--- config.mk ---
export PLATFORM = sky130hd
export DESIGN_NAME = gps_bb_top
export DESIGN_NICKNAME = d
export VERILOG_FILES = /design/src/bb_regmap_pkg.sv /design/src/bb_timebase_pkg.sv /design/src/bb_reg_if.sv /design/src/bb_bus_slave.sv /design/src/bb_ctrl_regs.sv /design/src/bb_time_base.sv /design/src/bb_status.sv /design/src/gps_bb_top.sv
export SDC_FILE = /design/constraint.sdc
export NUM_CORES = 1
export LEC_CHECK = 0
export BUFFER_PORTS_ARGS = -buffer_cell sky130_fd_sc_hd__buf_2
export CELL_PAD_IN_SITES_DETAIL_PLACEMENT = 2
export CELL_PAD_IN_SITES_GLOBAL_PLACEMENT = 2
export CORE_AREA = 2 2 281 144
export CTS_CLUSTER_DIAMETER = 80
export DETAILED_ROUTE_END_ITERATION = 16
export DIE_AREA = 0 0 283 146
export PLACE_DENSITY_LB_ADDON = 0.3
export SETUP_SLACK_MARGIN = 0.05
export SKIP_LAST_GASP = 1
export SLEW_MARGIN = 0
export SYNTH_ARGS = -nofsm -noshare
export SYNTH_HDL_FRONTEND = slang
export SYNTH_HIERARCHICAL = 1
export SYNTH_SLANG_ARGS = --single-unit
--- constraint.sdc ---
create_clock -name clk -period 11.9 [get_ports clk]
set_input_delay 1.19 -clock clk [delete_from_list [all_inputs] [get_ports clk]]
set_output_delay 1.19 -clock clk [all_outputs]
set_load 0.05 [all_outputs]
--- src/bb_regmap_pkg.sv ---
// ----------------------------------------------------------------------
// GPS baseband register map
// bus widths, word addresses and the decoded register select
// ----------------------------------------------------------------------
`default_nettype none

package bb_regmap_pkg;

   localparam int bb_data_w = 32;
   localparam int bb_addr_w = 32;
   localparam int bb_sel_w  = bb_data_w / 8;

   // word address field of wb_adr_i
   localparam int bb_addr_lsb = 2;
   localparam int bb_addr_msb = 9;
   localparam int bb_word_w   = bb_addr_msb - bb_addr_lsb + 1;

   typedef logic [bb_word_w-1:0] bb_word_addr_t;
   typedef logic [bb_data_w-1:0] bb_data_t;

   localparam int bb_mem_depth = 8;   // scratch words
   localparam int bb_mem_idx_w = $clog2(bb_mem_depth);

   typedef logic [bb_mem_idx_w-1:0] bb_mem_idx_t;

   // one word each, scratch ranges span bb_mem_depth words
   localparam bb_word_addr_t bb_adr_mem_wr     = 8'hC0;
   localparam bb_word_addr_t bb_adr_mem_rd     = 8'hD0;
   localparam bb_word_addr_t bb_adr_status     = 8'hE0;
   localparam bb_word_addr_t bb_adr_tic_cnt    = 8'hE2;
   localparam bb_word_addr_t bb_adr_accum_cnt  = 8'hE3;
   localparam bb_word_addr_t bb_adr_sw_rst     = 8'hF0;
   localparam bb_word_addr_t bb_adr_prog_tic   = 8'hF1;
   localparam bb_word_addr_t bb_adr_prog_accum = 8'hF2;

   typedef enum logic [2:0] {
      reg_none, reg_mem, reg_status, reg_tic_cnt,
      reg_accum_cnt, reg_sw_rst, reg_prog_tic, reg_prog_accum
   } bb_reg_e;

   typedef enum logic {bus_idle, bus_ack} bb_bus_state_e;

endpackage

`default_nettype wire

--- src/bb_timebase_pkg.sv ---
// ----------------------------------------------------------------------
// GPS baseband time base definitions
// divider width, status bit positions and divider defaults
// ----------------------------------------------------------------------
`default_nettype none

package bb_timebase_pkg;

   localparam int bb_cnt_w = 24;

   typedef logic [bb_cnt_w-1:0] bb_cnt_t;

   // status register layout
   localparam int bb_stat_w     = 2;
   localparam int bb_stat_tic   = 0;
   localparam int bb_stat_accum = 1;

   typedef logic [bb_stat_w-1:0] bb_stat_t;

   // divider values after hw reset
   localparam bb_cnt_t bb_tic_reset_val   = 24'h00FFFF;
   localparam bb_cnt_t bb_accum_reset_val = 24'h00FFFF;

endpackage

`default_nettype wire

--- src/bb_reg_if.sv ---
// ----------------------------------------------------------------------
// decoded register access from the bus slave to the register block
// ----------------------------------------------------------------------
`timescale 1ns/1ps
`default_nettype none

interface bb_reg_if;

   logic                       acc_valid;   // one cycle per transfer
   logic                       write;
   bb_regmap_pkg::bb_reg_e     sel;
   bb_regmap_pkg::bb_mem_idx_t mem_idx;
   bb_regmap_pkg::bb_data_t    wdata;
   bb_regmap_pkg::bb_data_t    rdata;       // combinational from sel

   modport bus (
      output acc_valid, write, sel, mem_idx, wdata,
      input  rdata
   );

   modport regs (
      input  acc_valid, write, sel, mem_idx, wdata,
      output rdata
   );

endinterface

`default_nettype wire

--- src/bb_bus_slave.sv ---
// ----------------------------------------------------------------------
// GPS baseband Wishbone slave
// paces each transfer, decodes the word address and returns ack
// ----------------------------------------------------------------------
`timescale 1ns/1ps
`default_nettype none

module bb_bus_slave (
   input  logic                                 clk,
   input  logic                                 hw_rstn,
   input  logic [bb_regmap_pkg::bb_addr_w-1:0]  wb_adr_i,
   input  logic                                 wb_cyc_i,
   input  logic                                 wb_stb_i,
   input  logic                                 wb_we_i,
   input  bb_regmap_pkg::bb_data_t              wb_dat_i,
   output logic                                 wb_ack_o,
   output bb_regmap_pkg::bb_data_t              wb_dat_o,
   bb_reg_if.bus                                reg_bus
);

   bb_regmap_pkg::bb_bus_state_e state;
   bb_regmap_pkg::bb_word_addr_t word_adr;
   bb_regmap_pkg::bb_reg_e       sel_dec;
   logic [bb_regmap_pkg::bb_word_w-bb_regmap_pkg::bb_mem_idx_w-1:0] page;
   logic                         strobe;

   assign strobe   = wb_cyc_i & wb_stb_i;
   assign word_adr = wb_adr_i[bb_regmap_pkg::bb_addr_msb:bb_regmap_pkg::bb_addr_lsb];
   assign page     = word_adr[bb_regmap_pkg::bb_word_w-1:bb_regmap_pkg::bb_mem_idx_w];

   // address decode, both scratch pages map onto the same memory
   always_comb begin
      if (page == bb_regmap_pkg::bb_adr_mem_wr[bb_regmap_pkg::bb_word_w-1:
                                               bb_regmap_pkg::bb_mem_idx_w] ||
          page == bb_regmap_pkg::bb_adr_mem_rd[bb_regmap_pkg::bb_word_w-1:
                                               bb_regmap_pkg::bb_mem_idx_w]) begin
         sel_dec = bb_regmap_pkg::reg_mem;
      end else begin
         case (word_adr)
            bb_regmap_pkg::bb_adr_status:     sel_dec = bb_regmap_pkg::reg_status;
            bb_regmap_pkg::bb_adr_tic_cnt:    sel_dec = bb_regmap_pkg::reg_tic_cnt;
            bb_regmap_pkg::bb_adr_accum_cnt:  sel_dec = bb_regmap_pkg::reg_accum_cnt;
            bb_regmap_pkg::bb_adr_sw_rst:     sel_dec = bb_regmap_pkg::reg_sw_rst;
            bb_regmap_pkg::bb_adr_prog_tic:   sel_dec = bb_regmap_pkg::reg_prog_tic;
            bb_regmap_pkg::bb_adr_prog_accum: sel_dec = bb_regmap_pkg::reg_prog_accum;
            default:                          sel_dec = bb_regmap_pkg::reg_none;
         endcase
      end
   end

   // edge 1 issues acc_valid, edge 2 gives ack
   always_ff @(posedge clk) begin
      if (!hw_rstn) begin
         state             <= bb_regmap_pkg::bus_idle;
         reg_bus.acc_valid <= 1'b0;
         wb_ack_o          <= 1'b0;
      end else begin
         reg_bus.acc_valid <= 1'b0;
         wb_ack_o          <= reg_bus.acc_valid;
         case (state)
            bb_regmap_pkg::bus_idle: if (strobe) begin
               state             <= bb_regmap_pkg::bus_ack;
               reg_bus.acc_valid <= 1'b1;
            end
            // hold here until the master drops stb
            bb_regmap_pkg::bus_ack: if (!reg_bus.acc_valid && !strobe) begin
               state <= bb_regmap_pkg::bus_idle;
            end
            default: state <= bb_regmap_pkg::bus_idle;
         endcase
      end
   end

   always_ff @(posedge clk) begin
      if (state == bb_regmap_pkg::bus_idle && strobe) begin
         reg_bus.write   <= wb_we_i;
         reg_bus.sel     <= sel_dec;
         reg_bus.mem_idx <= word_adr[bb_regmap_pkg::bb_mem_idx_w-1:0];
         reg_bus.wdata   <= wb_dat_i;
      end
      if (reg_bus.acc_valid && !reg_bus.write)
         wb_dat_o <= reg_bus.rdata;   // held until the next read
   end

endmodule

`default_nettype wire

--- src/bb_ctrl_regs.sv ---
// ----------------------------------------------------------------------
// GPS baseband control registers
// divider program values, scratch memory, reset and read strobes
// ----------------------------------------------------------------------
`timescale 1ns/1ps
`default_nettype none

module bb_ctrl_regs (
   input  logic                        clk,
   input  logic                        hw_rstn,
   bb_reg_if.regs                      reg_bus,
   input  bb_timebase_pkg::bb_stat_t   status_i,
   input  bb_timebase_pkg::bb_cnt_t    tic_count_i,
   input  bb_timebase_pkg::bb_cnt_t    accum_count_i,
   output bb_timebase_pkg::bb_cnt_t    prog_tic_o,
   output bb_timebase_pkg::bb_cnt_t    prog_accum_o,
   output logic                        soft_rst_o,
   output logic                        status_rd_o
);

   bb_regmap_pkg::bb_data_t scratch_mem [bb_regmap_pkg::bb_mem_depth];
   logic wr_en;
   logic rd_en;

   assign wr_en = reg_bus.acc_valid & reg_bus.write;
   assign rd_en = reg_bus.acc_valid & ~reg_bus.write;

   // program registers survive the software reset
   always_ff @(posedge clk) begin
      if (!hw_rstn) begin
         prog_tic_o   <= bb_timebase_pkg::bb_tic_reset_val;
         prog_accum_o <= bb_timebase_pkg::bb_accum_reset_val;
         soft_rst_o   <= 1'b0;
         status_rd_o  <= 1'b0;
      end else begin
         soft_rst_o  <= wr_en && reg_bus.sel == bb_regmap_pkg::reg_sw_rst;
         status_rd_o <= rd_en && reg_bus.sel == bb_regmap_pkg::reg_status;
         if (wr_en) begin
            case (reg_bus.sel)
               bb_regmap_pkg::reg_prog_tic:
                  prog_tic_o <= reg_bus.wdata[bb_timebase_pkg::bb_cnt_w-1:0];
               bb_regmap_pkg::reg_prog_accum:
                  prog_accum_o <= reg_bus.wdata[bb_timebase_pkg::bb_cnt_w-1:0];
               default: ;   // read-only or unmapped
            endcase
         end
      end
   end

   // bus test memory
   always_ff @(posedge clk) begin
      if (wr_en && reg_bus.sel == bb_regmap_pkg::reg_mem)
         scratch_mem[reg_bus.mem_idx] <= reg_bus.wdata;
   end

   // read mux, narrow values zero padded
   always_comb begin
      case (reg_bus.sel)
         bb_regmap_pkg::reg_mem:
            reg_bus.rdata = scratch_mem[reg_bus.mem_idx];
         bb_regmap_pkg::reg_status:
            reg_bus.rdata = bb_regmap_pkg::bb_data_t'(status_i);
         bb_regmap_pkg::reg_tic_cnt:
            reg_bus.rdata = bb_regmap_pkg::bb_data_t'(tic_count_i);
         bb_regmap_pkg::reg_accum_cnt:
            reg_bus.rdata = bb_regmap_pkg::bb_data_t'(accum_count_i);
         bb_regmap_pkg::reg_prog_tic:
            reg_bus.rdata = bb_regmap_pkg::bb_data_t'(prog_tic_o);
         bb_regmap_pkg::reg_prog_accum:
            reg_bus.rdata = bb_regmap_pkg::bb_data_t'(prog_accum_o);
         default:
            reg_bus.rdata = '0;   // sw reset and unmapped
      endcase
   end

endmodule

`default_nettype wire

--- src/bb_time_base.sv ---
// ----------------------------------------------------------------------
// GPS baseband time base
// TIC and accumulation dividers as reloading down-counters
// ----------------------------------------------------------------------
`timescale 1ns/1ps
`default_nettype none

module bb_time_base (
   input  logic                      clk,
   input  logic                      hw_rstn,
   input  logic                      soft_rst_i,
   input  bb_timebase_pkg::bb_cnt_t  prog_tic_i,
   input  bb_timebase_pkg::bb_cnt_t  prog_accum_i,
   output logic                      tic_pulse_o,
   output logic                      accum_pulse_o,
   output bb_timebase_pkg::bb_cnt_t  tic_count_o,
   output bb_timebase_pkg::bb_cnt_t  accum_count_o
);

   localparam int n_div = 2;   // 0 is TIC, 1 is accumulation

   bb_timebase_pkg::bb_cnt_t load_val [n_div];
   bb_timebase_pkg::bb_cnt_t count    [n_div];
   logic [n_div-1:0]         at_zero;

   assign load_val[0] = prog_tic_i;
   assign load_val[1] = prog_accum_i;

   for (genvar i = 0; i < n_div; i++) begin : g_div
      bb_timebase_pkg::bb_cnt_t cnt;

      // period is load value plus one
      always_ff @(posedge clk) begin
         if (!hw_rstn || soft_rst_i || cnt == '0)
            cnt <= load_val[i];
         else
            cnt <= cnt - 1'b1;
      end

      assign count[i]   = cnt;
      assign at_zero[i] = (cnt == '0);
   end

   assign tic_pulse_o   = at_zero[0];
   assign accum_pulse_o = at_zero[1];
   assign tic_count_o   = count[0];
   assign accum_count_o = count[1];

endmodule

`default_nettype wire

--- src/bb_status.sv ---
// ----------------------------------------------------------------------
// GPS baseband status
// sticky TIC and accumulation flags, accum_int cleared by status read
// ----------------------------------------------------------------------
`timescale 1ns/1ps
`default_nettype none

module bb_status (
   input  logic                       clk,
   input  logic                       hw_rstn,
   input  logic                       soft_rst_i,
   input  logic                       status_rd_i,
   input  logic                       tic_pulse_i,
   input  logic                       accum_pulse_i,
   output bb_timebase_pkg::bb_stat_t  status_o,
   output logic                       accum_int_o
);

   // clear wins over a pulse in the same cycle
   always_ff @(posedge clk) begin
      if (!hw_rstn || soft_rst_i || status_rd_i) begin
         status_o    <= '0;
         accum_int_o <= 1'b0;
      end else begin
         if (tic_pulse_i)
            status_o[bb_timebase_pkg::bb_stat_tic] <= 1'b1;
         if (accum_pulse_i) begin
            status_o[bb_timebase_pkg::bb_stat_accum] <= 1'b1;
            accum_int_o                              <= 1'b1;   // to firmware
         end
      end
   end

endmodule

`default_nettype wire

--- src/gps_bb_top.sv ---
// ----------------------------------------------------------------------
// simplified GPS baseband top level
// Wishbone register slave around the global time base
// ----------------------------------------------------------------------
`timescale 1ns/1ps
`default_nettype none

module gps_bb_top (
   input  logic                                clk,
   input  logic                                hw_rstn,
   input  logic [bb_regmap_pkg::bb_addr_w-1:0] wb_adr_i,
   input  logic [bb_regmap_pkg::bb_data_w-1:0] wb_dat_i,
   input  logic [bb_regmap_pkg::bb_sel_w-1:0]  wb_sel_i,   // full words only
   input  logic                                wb_cyc_i,
   input  logic                                wb_stb_i,
   input  logic                                wb_we_i,
   output logic [bb_regmap_pkg::bb_data_w-1:0] wb_dat_o,
   output logic                                wb_ack_o,
   output logic                                accum_int
);

   bb_timebase_pkg::bb_cnt_t  prog_tic, prog_accum;
   bb_timebase_pkg::bb_cnt_t  tic_count, accum_count;
   bb_timebase_pkg::bb_stat_t status;
   logic soft_rst, status_rd;
   logic tic_pulse, accum_pulse;

   bb_reg_if reg_bus ();

   bb_bus_slave u_bus_slave (
      .clk      (clk),
      .hw_rstn  (hw_rstn),
      .wb_adr_i (wb_adr_i),
      .wb_cyc_i (wb_cyc_i),
      .wb_stb_i (wb_stb_i),
      .wb_we_i  (wb_we_i),
      .wb_dat_i (wb_dat_i),
      .wb_ack_o (wb_ack_o),
      .wb_dat_o (wb_dat_o),
      .reg_bus  (reg_bus.bus)
   );

   bb_ctrl_regs u_ctrl_regs (
      .clk (clk), .hw_rstn (hw_rstn), .reg_bus (reg_bus.regs),
      .status_i (status), .tic_count_i (tic_count), .accum_count_i (accum_count),
      .prog_tic_o (prog_tic), .prog_accum_o (prog_accum),
      .soft_rst_o (soft_rst), .status_rd_o (status_rd)
   );

   bb_time_base u_time_base (
      .clk (clk), .hw_rstn (hw_rstn), .soft_rst_i (soft_rst),
      .prog_tic_i (prog_tic), .prog_accum_i (prog_accum),
      .tic_pulse_o (tic_pulse), .accum_pulse_o (accum_pulse),
      .tic_count_o (tic_count), .accum_count_o (accum_count)
   );

   bb_status u_status (
      .clk (clk), .hw_rstn (hw_rstn), .soft_rst_i (soft_rst), .status_rd_i (status_rd),
      .tic_pulse_i (tic_pulse), .accum_pulse_i (accum_pulse),
      .status_o (status), .accum_int_o (accum_int)
   );

endmodule

`default_nettype wire

Yosys cells after proc, flatten, opt, wreduce, memory -nomap -nowiden --
Memories as Yosys holds them, arrays and structs flattened. A register that Yosys moved wholly into a read port is not among the register bits. Index checks and enable logic that the tools add are counted.
Word-level totals: memory bits (writable) 256, logic and storage cells 70, bits in registers 174, memories kept 1
Memories:
- u_ctrl_regs.scratch_mem | depth 8, width 32, read ports 1, clocked after Yosys merged registers in 1, wr ports 1, line bb_ctrl_regs.sv:21 | bb_regmap_pkg::bb_data_t scratch_mem [bb_regmap_pkg::bb_mem_depth];
Operators by class: reductions and logical operators 20, $add $sub $neg 2, equality and inequality tests 15, mux-type cells 10, bitwise gates (word level) 6
Operators by type and width (number):
- case mux 32 bit (6 select lines) | 1
- == test 8 bit, second input constant | 6
- zero test 24 bit | 2
- two-way mux 24 bit | 2
- subtractor 24 x 1 -> 24 bit, second input constant | 2
- case mux 3 bit (6 select lines) | 1
- == test 3 bit, second input constant | 4
- == test 5 bit, second input constant | 2
- == test 3 x 2 -> 1 bit, second input constant | 2
- logical AND 1 bit | 6
- logical OR 1 bit | 5
- zero test 1 bit | 4
- two-way mux 1 bit | 4
- AND reduction 2 bit | 2
- bitwise AND 1 bit | 3
- == test 3 x 1 -> 1 bit, second input constant | 1
- two-way mux 3 bit | 1
- inverter 1 bit | 3
- case mux 1 bit (2 select lines) | 1
- OR reduction 2 bit | 1

Depth between registers and ports, before layout --
depth after elaboration 5, gate-level depth with buffers 9, depth with buffers taken out 7

Modules after synthesis --
The synthesis kept the hierarchy.
Modules (own cells, without submodules):
- bb_ctrl_regs | area an instance 12389.4 sq um, times used 1, cells an instance 854
- bb_time_base | area an instance 2509.9 sq um, times used 1, cells an instance 295
- bb_bus_slave | area an instance 2307.2 sq um, times used 1, cells an instance 92
- bb_status | area an instance 75.1 sq um, times used 1, cells an instance 6

Least setup slack after synthesis --
No wires, ideal clock.
path type reg2reg, from register u_bus_slave.reg_bus.mem_idx[1], to memory u_ctrl_regs/scratch_mem[0][0] (netlist name) (enable), clock period less this slack 4737 ps, data arrival time 4236 ps, stages on the path, launching flop included 6, path buffers 4, slack 7163 ps, cell sequence edfxtp_1 > buf_4 > buf_4 > buf_4 > buf_4 > nor4_1
RTL lines:
- from (decl) | line bb_reg_if.sv:17 | output acc_valid, write, sel, mem_idx, wdata,
- from (signal assigned) | line bb_bus_slave.sv:78 | reg_bus.mem_idx <= word_adr[bb_regmap_pkg::bb_mem_idx_w-1:0];
- to (decl) | line bb_ctrl_regs.sv:21
No word-level cell before the write port.

Worst setup path after layout --
from register u_bus_slave.reg_bus.sel[0], to memory u_ctrl_regs/scratch_mem[2][5] (netlist name) (enable)
Between the ends: longest elaborated chain between the ends 4
RTL lines:
- from (decl) | line bb_reg_if.sv:17
- from (signal assigned) | line bb_bus_slave.sv:77 | reg_bus.sel <= sel_dec;
- == test 3 x 1 -> 1 bit | line bb_ctrl_regs.sv:52 | if (wr_en && reg_bus.sel == bb_regmap_pkg::reg_mem)
- logical AND 1 bit | line bb_ctrl_regs.sv:52
- two-way mux 1 bit | line bb_ctrl_regs.sv:52
- two-way mux 1 bit (implied by the code) | line bb_ctrl_regs.sv:53 | scratch_mem[reg_bus.mem_idx] <= reg_bus.wdata;
Every way passes these cells.

==> impl_metrics.json <==
{
  "outcome": "finished, final reports clean",
  "min_path_type": "flop to flop",
  "cts.sinks": 430,
  "clk-insertion-delay-late_ns": 0.56,
  "cts_max_level": 2,
  "ios": 107,
  "drv_cap": 0,
  "antenna_left": 0,
  "holdWs_ns": 0.4755,
  "drive_gt1_frac": 0.1669,
  "clk_pin_slew_ns": 0.07,
  "rows": 51,
  "seq_area_frac_synth": 0.6875,
  "powerDensity_mw_per_mm2": 160.2,
  "synth_edf_count": 327,
  "cp_slowest_cell": "nor2b_1",
  "synthArstFlopShare": 0,
  "core_mm2": 0.03861,
  "port_buffers": 78,
  "cp_slowest_stage_delay_ns": 0.80,
  "vias_per_cell": 6.599,
  "area_growth_pct": 12.43,
  "synth.avg_cell_area_um2": 13.86,
  "overflow": 0,
  "reg2reg_depth": 6,
  "cp_num_cells": 6,
  "final-hold-violation-count": 0,
  "max-slew-margin-rel": 0.03843,
  "vias": 12374,
  "grt_use_total": 0.3251,
  "ys_ff_latch": 430,
  "synth_flop_cell": "edfxtp_1",
  "critical_path_class": "flop to flop",
  "cts_resized": 0,
  "grt_pass1_wl_um": 97340,
  "required_ns": 12.09,
  "final-instance-count-excl-fill": 1875,
  "initial_utilization": 0.4476,
  "crit_path_start_kind": "flop",
  "grt_max_degree": 57,
  "power_leakage_nw": 6.666,
  "dieWidth_um": 283,
  "cp_max_fo": 22,
  "routabilityCongestion": 0.8038,
  "cts_buffer_depth": 3,
  "placed_cells": 1804,
  "cts_setup_buffers": 0,
  "finalPower_w": 0.003112,
  "syn_nets": 1324,
  "fin_skew_ns": 0.01591,
  "antenna_found_initial": 5,
  "fillCellCount": 3584,
  "dieArea_mm2": 0.04132,
  "ir_drop_uv": 82.09,
  "crit_chain": "nor2b_1 > nor2b_1 > buf_4 > nand2_1 > nor2_4 > buf_4",
  "drt_iter0_drc": 1541,
  "crit_family": "simple AND/OR/NAND/NOR gates",
  "path_buf_inv": 2,
  "fmax_ghz": 0.2238,
  "drv_slew": 0,
  "cts-root-buf": "clkbuf_16",
  "nNetsFinal": 1393,
  "synth_cells": 1247,
  "cts_made_buffers": 40,
  "crit_arrival_ns": 4.66,
  "dp_hpwl_um": 39070,
  "yosysWarnings": 6,
  "finalSetupViolCount": 0,
  "wl_per_cell_um": 36.02,
  "drt-pass1-iter-count": 8,
  "holdPathStages": 2,
  "finalSetupTns_ns": 0,
  "synthesis.area_mm2": 0.01728,
  "period_needed_ns": 4.467,
  "grt_pass1_vias": 13076,
  "worstMarginPinSlew_ns": 1.439,
  "cts_tree": "done",
  "remaining_drc_errors": 0,
  "end_kind": "flop",
  "cts_hold_buf": 0,
  "die_h_um": 146,
  "rsz0062_at_grt": "no",
  "period_share": 0.3754,
  "wirelength_um": 67540,
  "synth.distinct_cells": 73,
  "final_util": 0.5033
}
## report_power, final
group / internal [W] / leakage (nW) / total, W / switching (W)
registers: 0.00163 / 3.81 / 0.00166 / 0.0000361
clock network: 0.000690 / 0.590 / 0.00130 / 0.000610
logic: 0.0000486 / 2.26 / 0.000151 / 0.000102
## flip-flops by register name (all words and copies together) (netlist names)
| register | flops |
|---|---|
| u_bus_slave/reg_bus.write | 1 |
| u_bus_slave/reg_bus.mem_idx | 3 |
| u_time_base/accum_count_o | 24 |
| u_bus_slave/reg_bus.wdata | 32 |
| u_time_base/tic_count_o | 24 |
| u_ctrl_regs/soft_rst_o | 1 |
| u_ctrl_regs/prog_accum_o | 24 |
| u_bus_slave/state | 1 |
| u_status/accum_int_o | 1 |
| u_ctrl_regs/status_rd_o | 1 |
| u_bus_slave/wb_ack_o | 1 |
| u_status/status_o | 1 |
| u_bus_slave/reg_bus.sel | 3 |
| u_bus_slave/wb_dat_o | 32 |
| u_bus_slave/reg_bus.acc_valid | 1 |
| u_ctrl_regs/prog_tic_o | 24 |
| u_ctrl_regs/scratch_mem | 256 |
## logic make-up after synthesis
| kind of cell | count (synthesis) | share of synthesized area |
|---|---|---|
| DFF | 430 | 0.6875 |
| muxes | 70 | 0.04634 |
| AOI/OAI and AO/OA | 278 | 0.1193 |
| xor gates and xnor gates | 42 | 0.02129 |
| buffers and inverters | 93 | 0.02947 |
| and+or+nand+nor | 330 | 0.09318 |
| adders and majority gates | 4 | 0.002896 |
## tightest hold or removal path: stages (launching register included)
cell	delay (ns)
dfxtp_1	0.33
nand2_1	0.06
o21ai_1	0.06
## layout make-up
type | instances | area [um^2] | area share
flip-flops and latches | 430 | 11880 | 0.6115
multi-input cells | 724 | 4990 | 0.2568
clock buffers | 55 | 1099 | 0.05654
well taps | 530 | 663.1 | 0.03413
repair buffers | 112 | 645.6 | 0.03323
clock inverters | 13 | 113.9 | 0.005860
inverters | 8 | 30.03 | 0.001545
diodes | 3 | 7.507 | 0.0003864
## placed cells by master, fill, tap and decap left out, types with 8 or more instances in the layout
cell	netlist	final
o22ai_1	26	26
o21ai_1	50	50
buf_4	13	34
nand3_1	42	42
inv_1	8	8
a21oi_1	11	11
clkbuf_1	26	12
buf_2	34	78
clkbuf_16	0	41
nand2_1	160	160
edfxtp_1	327	327
mux2_2	20	20
xor2_1	13	13
mux2i_1	44	44
a221oi_1	64	64
nor3_1	16	14
a21boi_0	10	10
dfxtp_1	103	103
nor2_1	38	32
a22o_1	25	25
a21boi_1	8	8
xnor2_1	29	29
a22oi_1	20	20
a21o_1	13	13
## cells in the mapped netlist, drive strengths merged (7+ instances only)
cell	count	share of area
nand3	42	0.012
xor2	13	0.0066
o2bb2ai	7	0.0035
nor2	40	0.0090
o21ai	56	0.017
dfxtp	103	0.12
a21o	13	0.0056
a21boi	18	0.0078
and2	7	0.0025
nor3	21	0.0075
nor2b	9	0.0033
nand2	161	0.035
nand2b	7	0.0025
clkbuf	27	0.0059
mux2	20	0.013
buf	58	0.022
o21a	7	0.0030
a221oi	64	0.032
a21oi	11	0.0032
o22ai	26	0.0094
mux2i	44	0.025
edfxtp	327	0.57
a22o	25	0.013
xnor2	29	0.015
nor4	13	0.0062
a22oi	20	0.0087
inv	8	0.0017
## per-stage QoR
step	area, um^2	setup slack [ns]
2_1_floorplan	17280	7.163
3_3_place_gp	18210	7.928
3_5_place_dp	18210	7.682
4_1_cts	19420	7.569
5_1_grt	19420	7.441
6_report	19430	7.433
## final timing paths
path	slack (ns)	start	endpoint
max	7.43	u_bus_slave/reg_bus.sel[0]$_SDFFCE_PP1P_	u_ctrl_regs/scratch_mem[2][5]$_DFFE_PP_
min	0.48	u_ctrl_regs/prog_accum_o[23]$_SDFFE_PN0P_	u_time_base/accum_count_o[23]$_DFF_P_
min reg2reg	0.48	u_ctrl_regs/prog_accum_o[23]$_SDFFE_PN0P_	u_time_base/accum_count_o[23]$_DFF_P_
max reg2reg	7.43	u_bus_slave/reg_bus.sel[0]$_SDFFCE_PP1P_	u_ctrl_regs/scratch_mem[2][5]$_DFFE_PP_
## layer usage
metal  up-vias  GRT usage  wire length (um)  part of all wire
met5         -          0                11           0.00016
met4         2    0.08963              1625             0.024
met3       122    0.06708              6192             0.092
met2       768     0.5429             32830              0.49
met1      6556     0.4326             26880              0.40
li1       4926          -                 -                 -
Note: power is estimated with default switching activity, not from simulation.
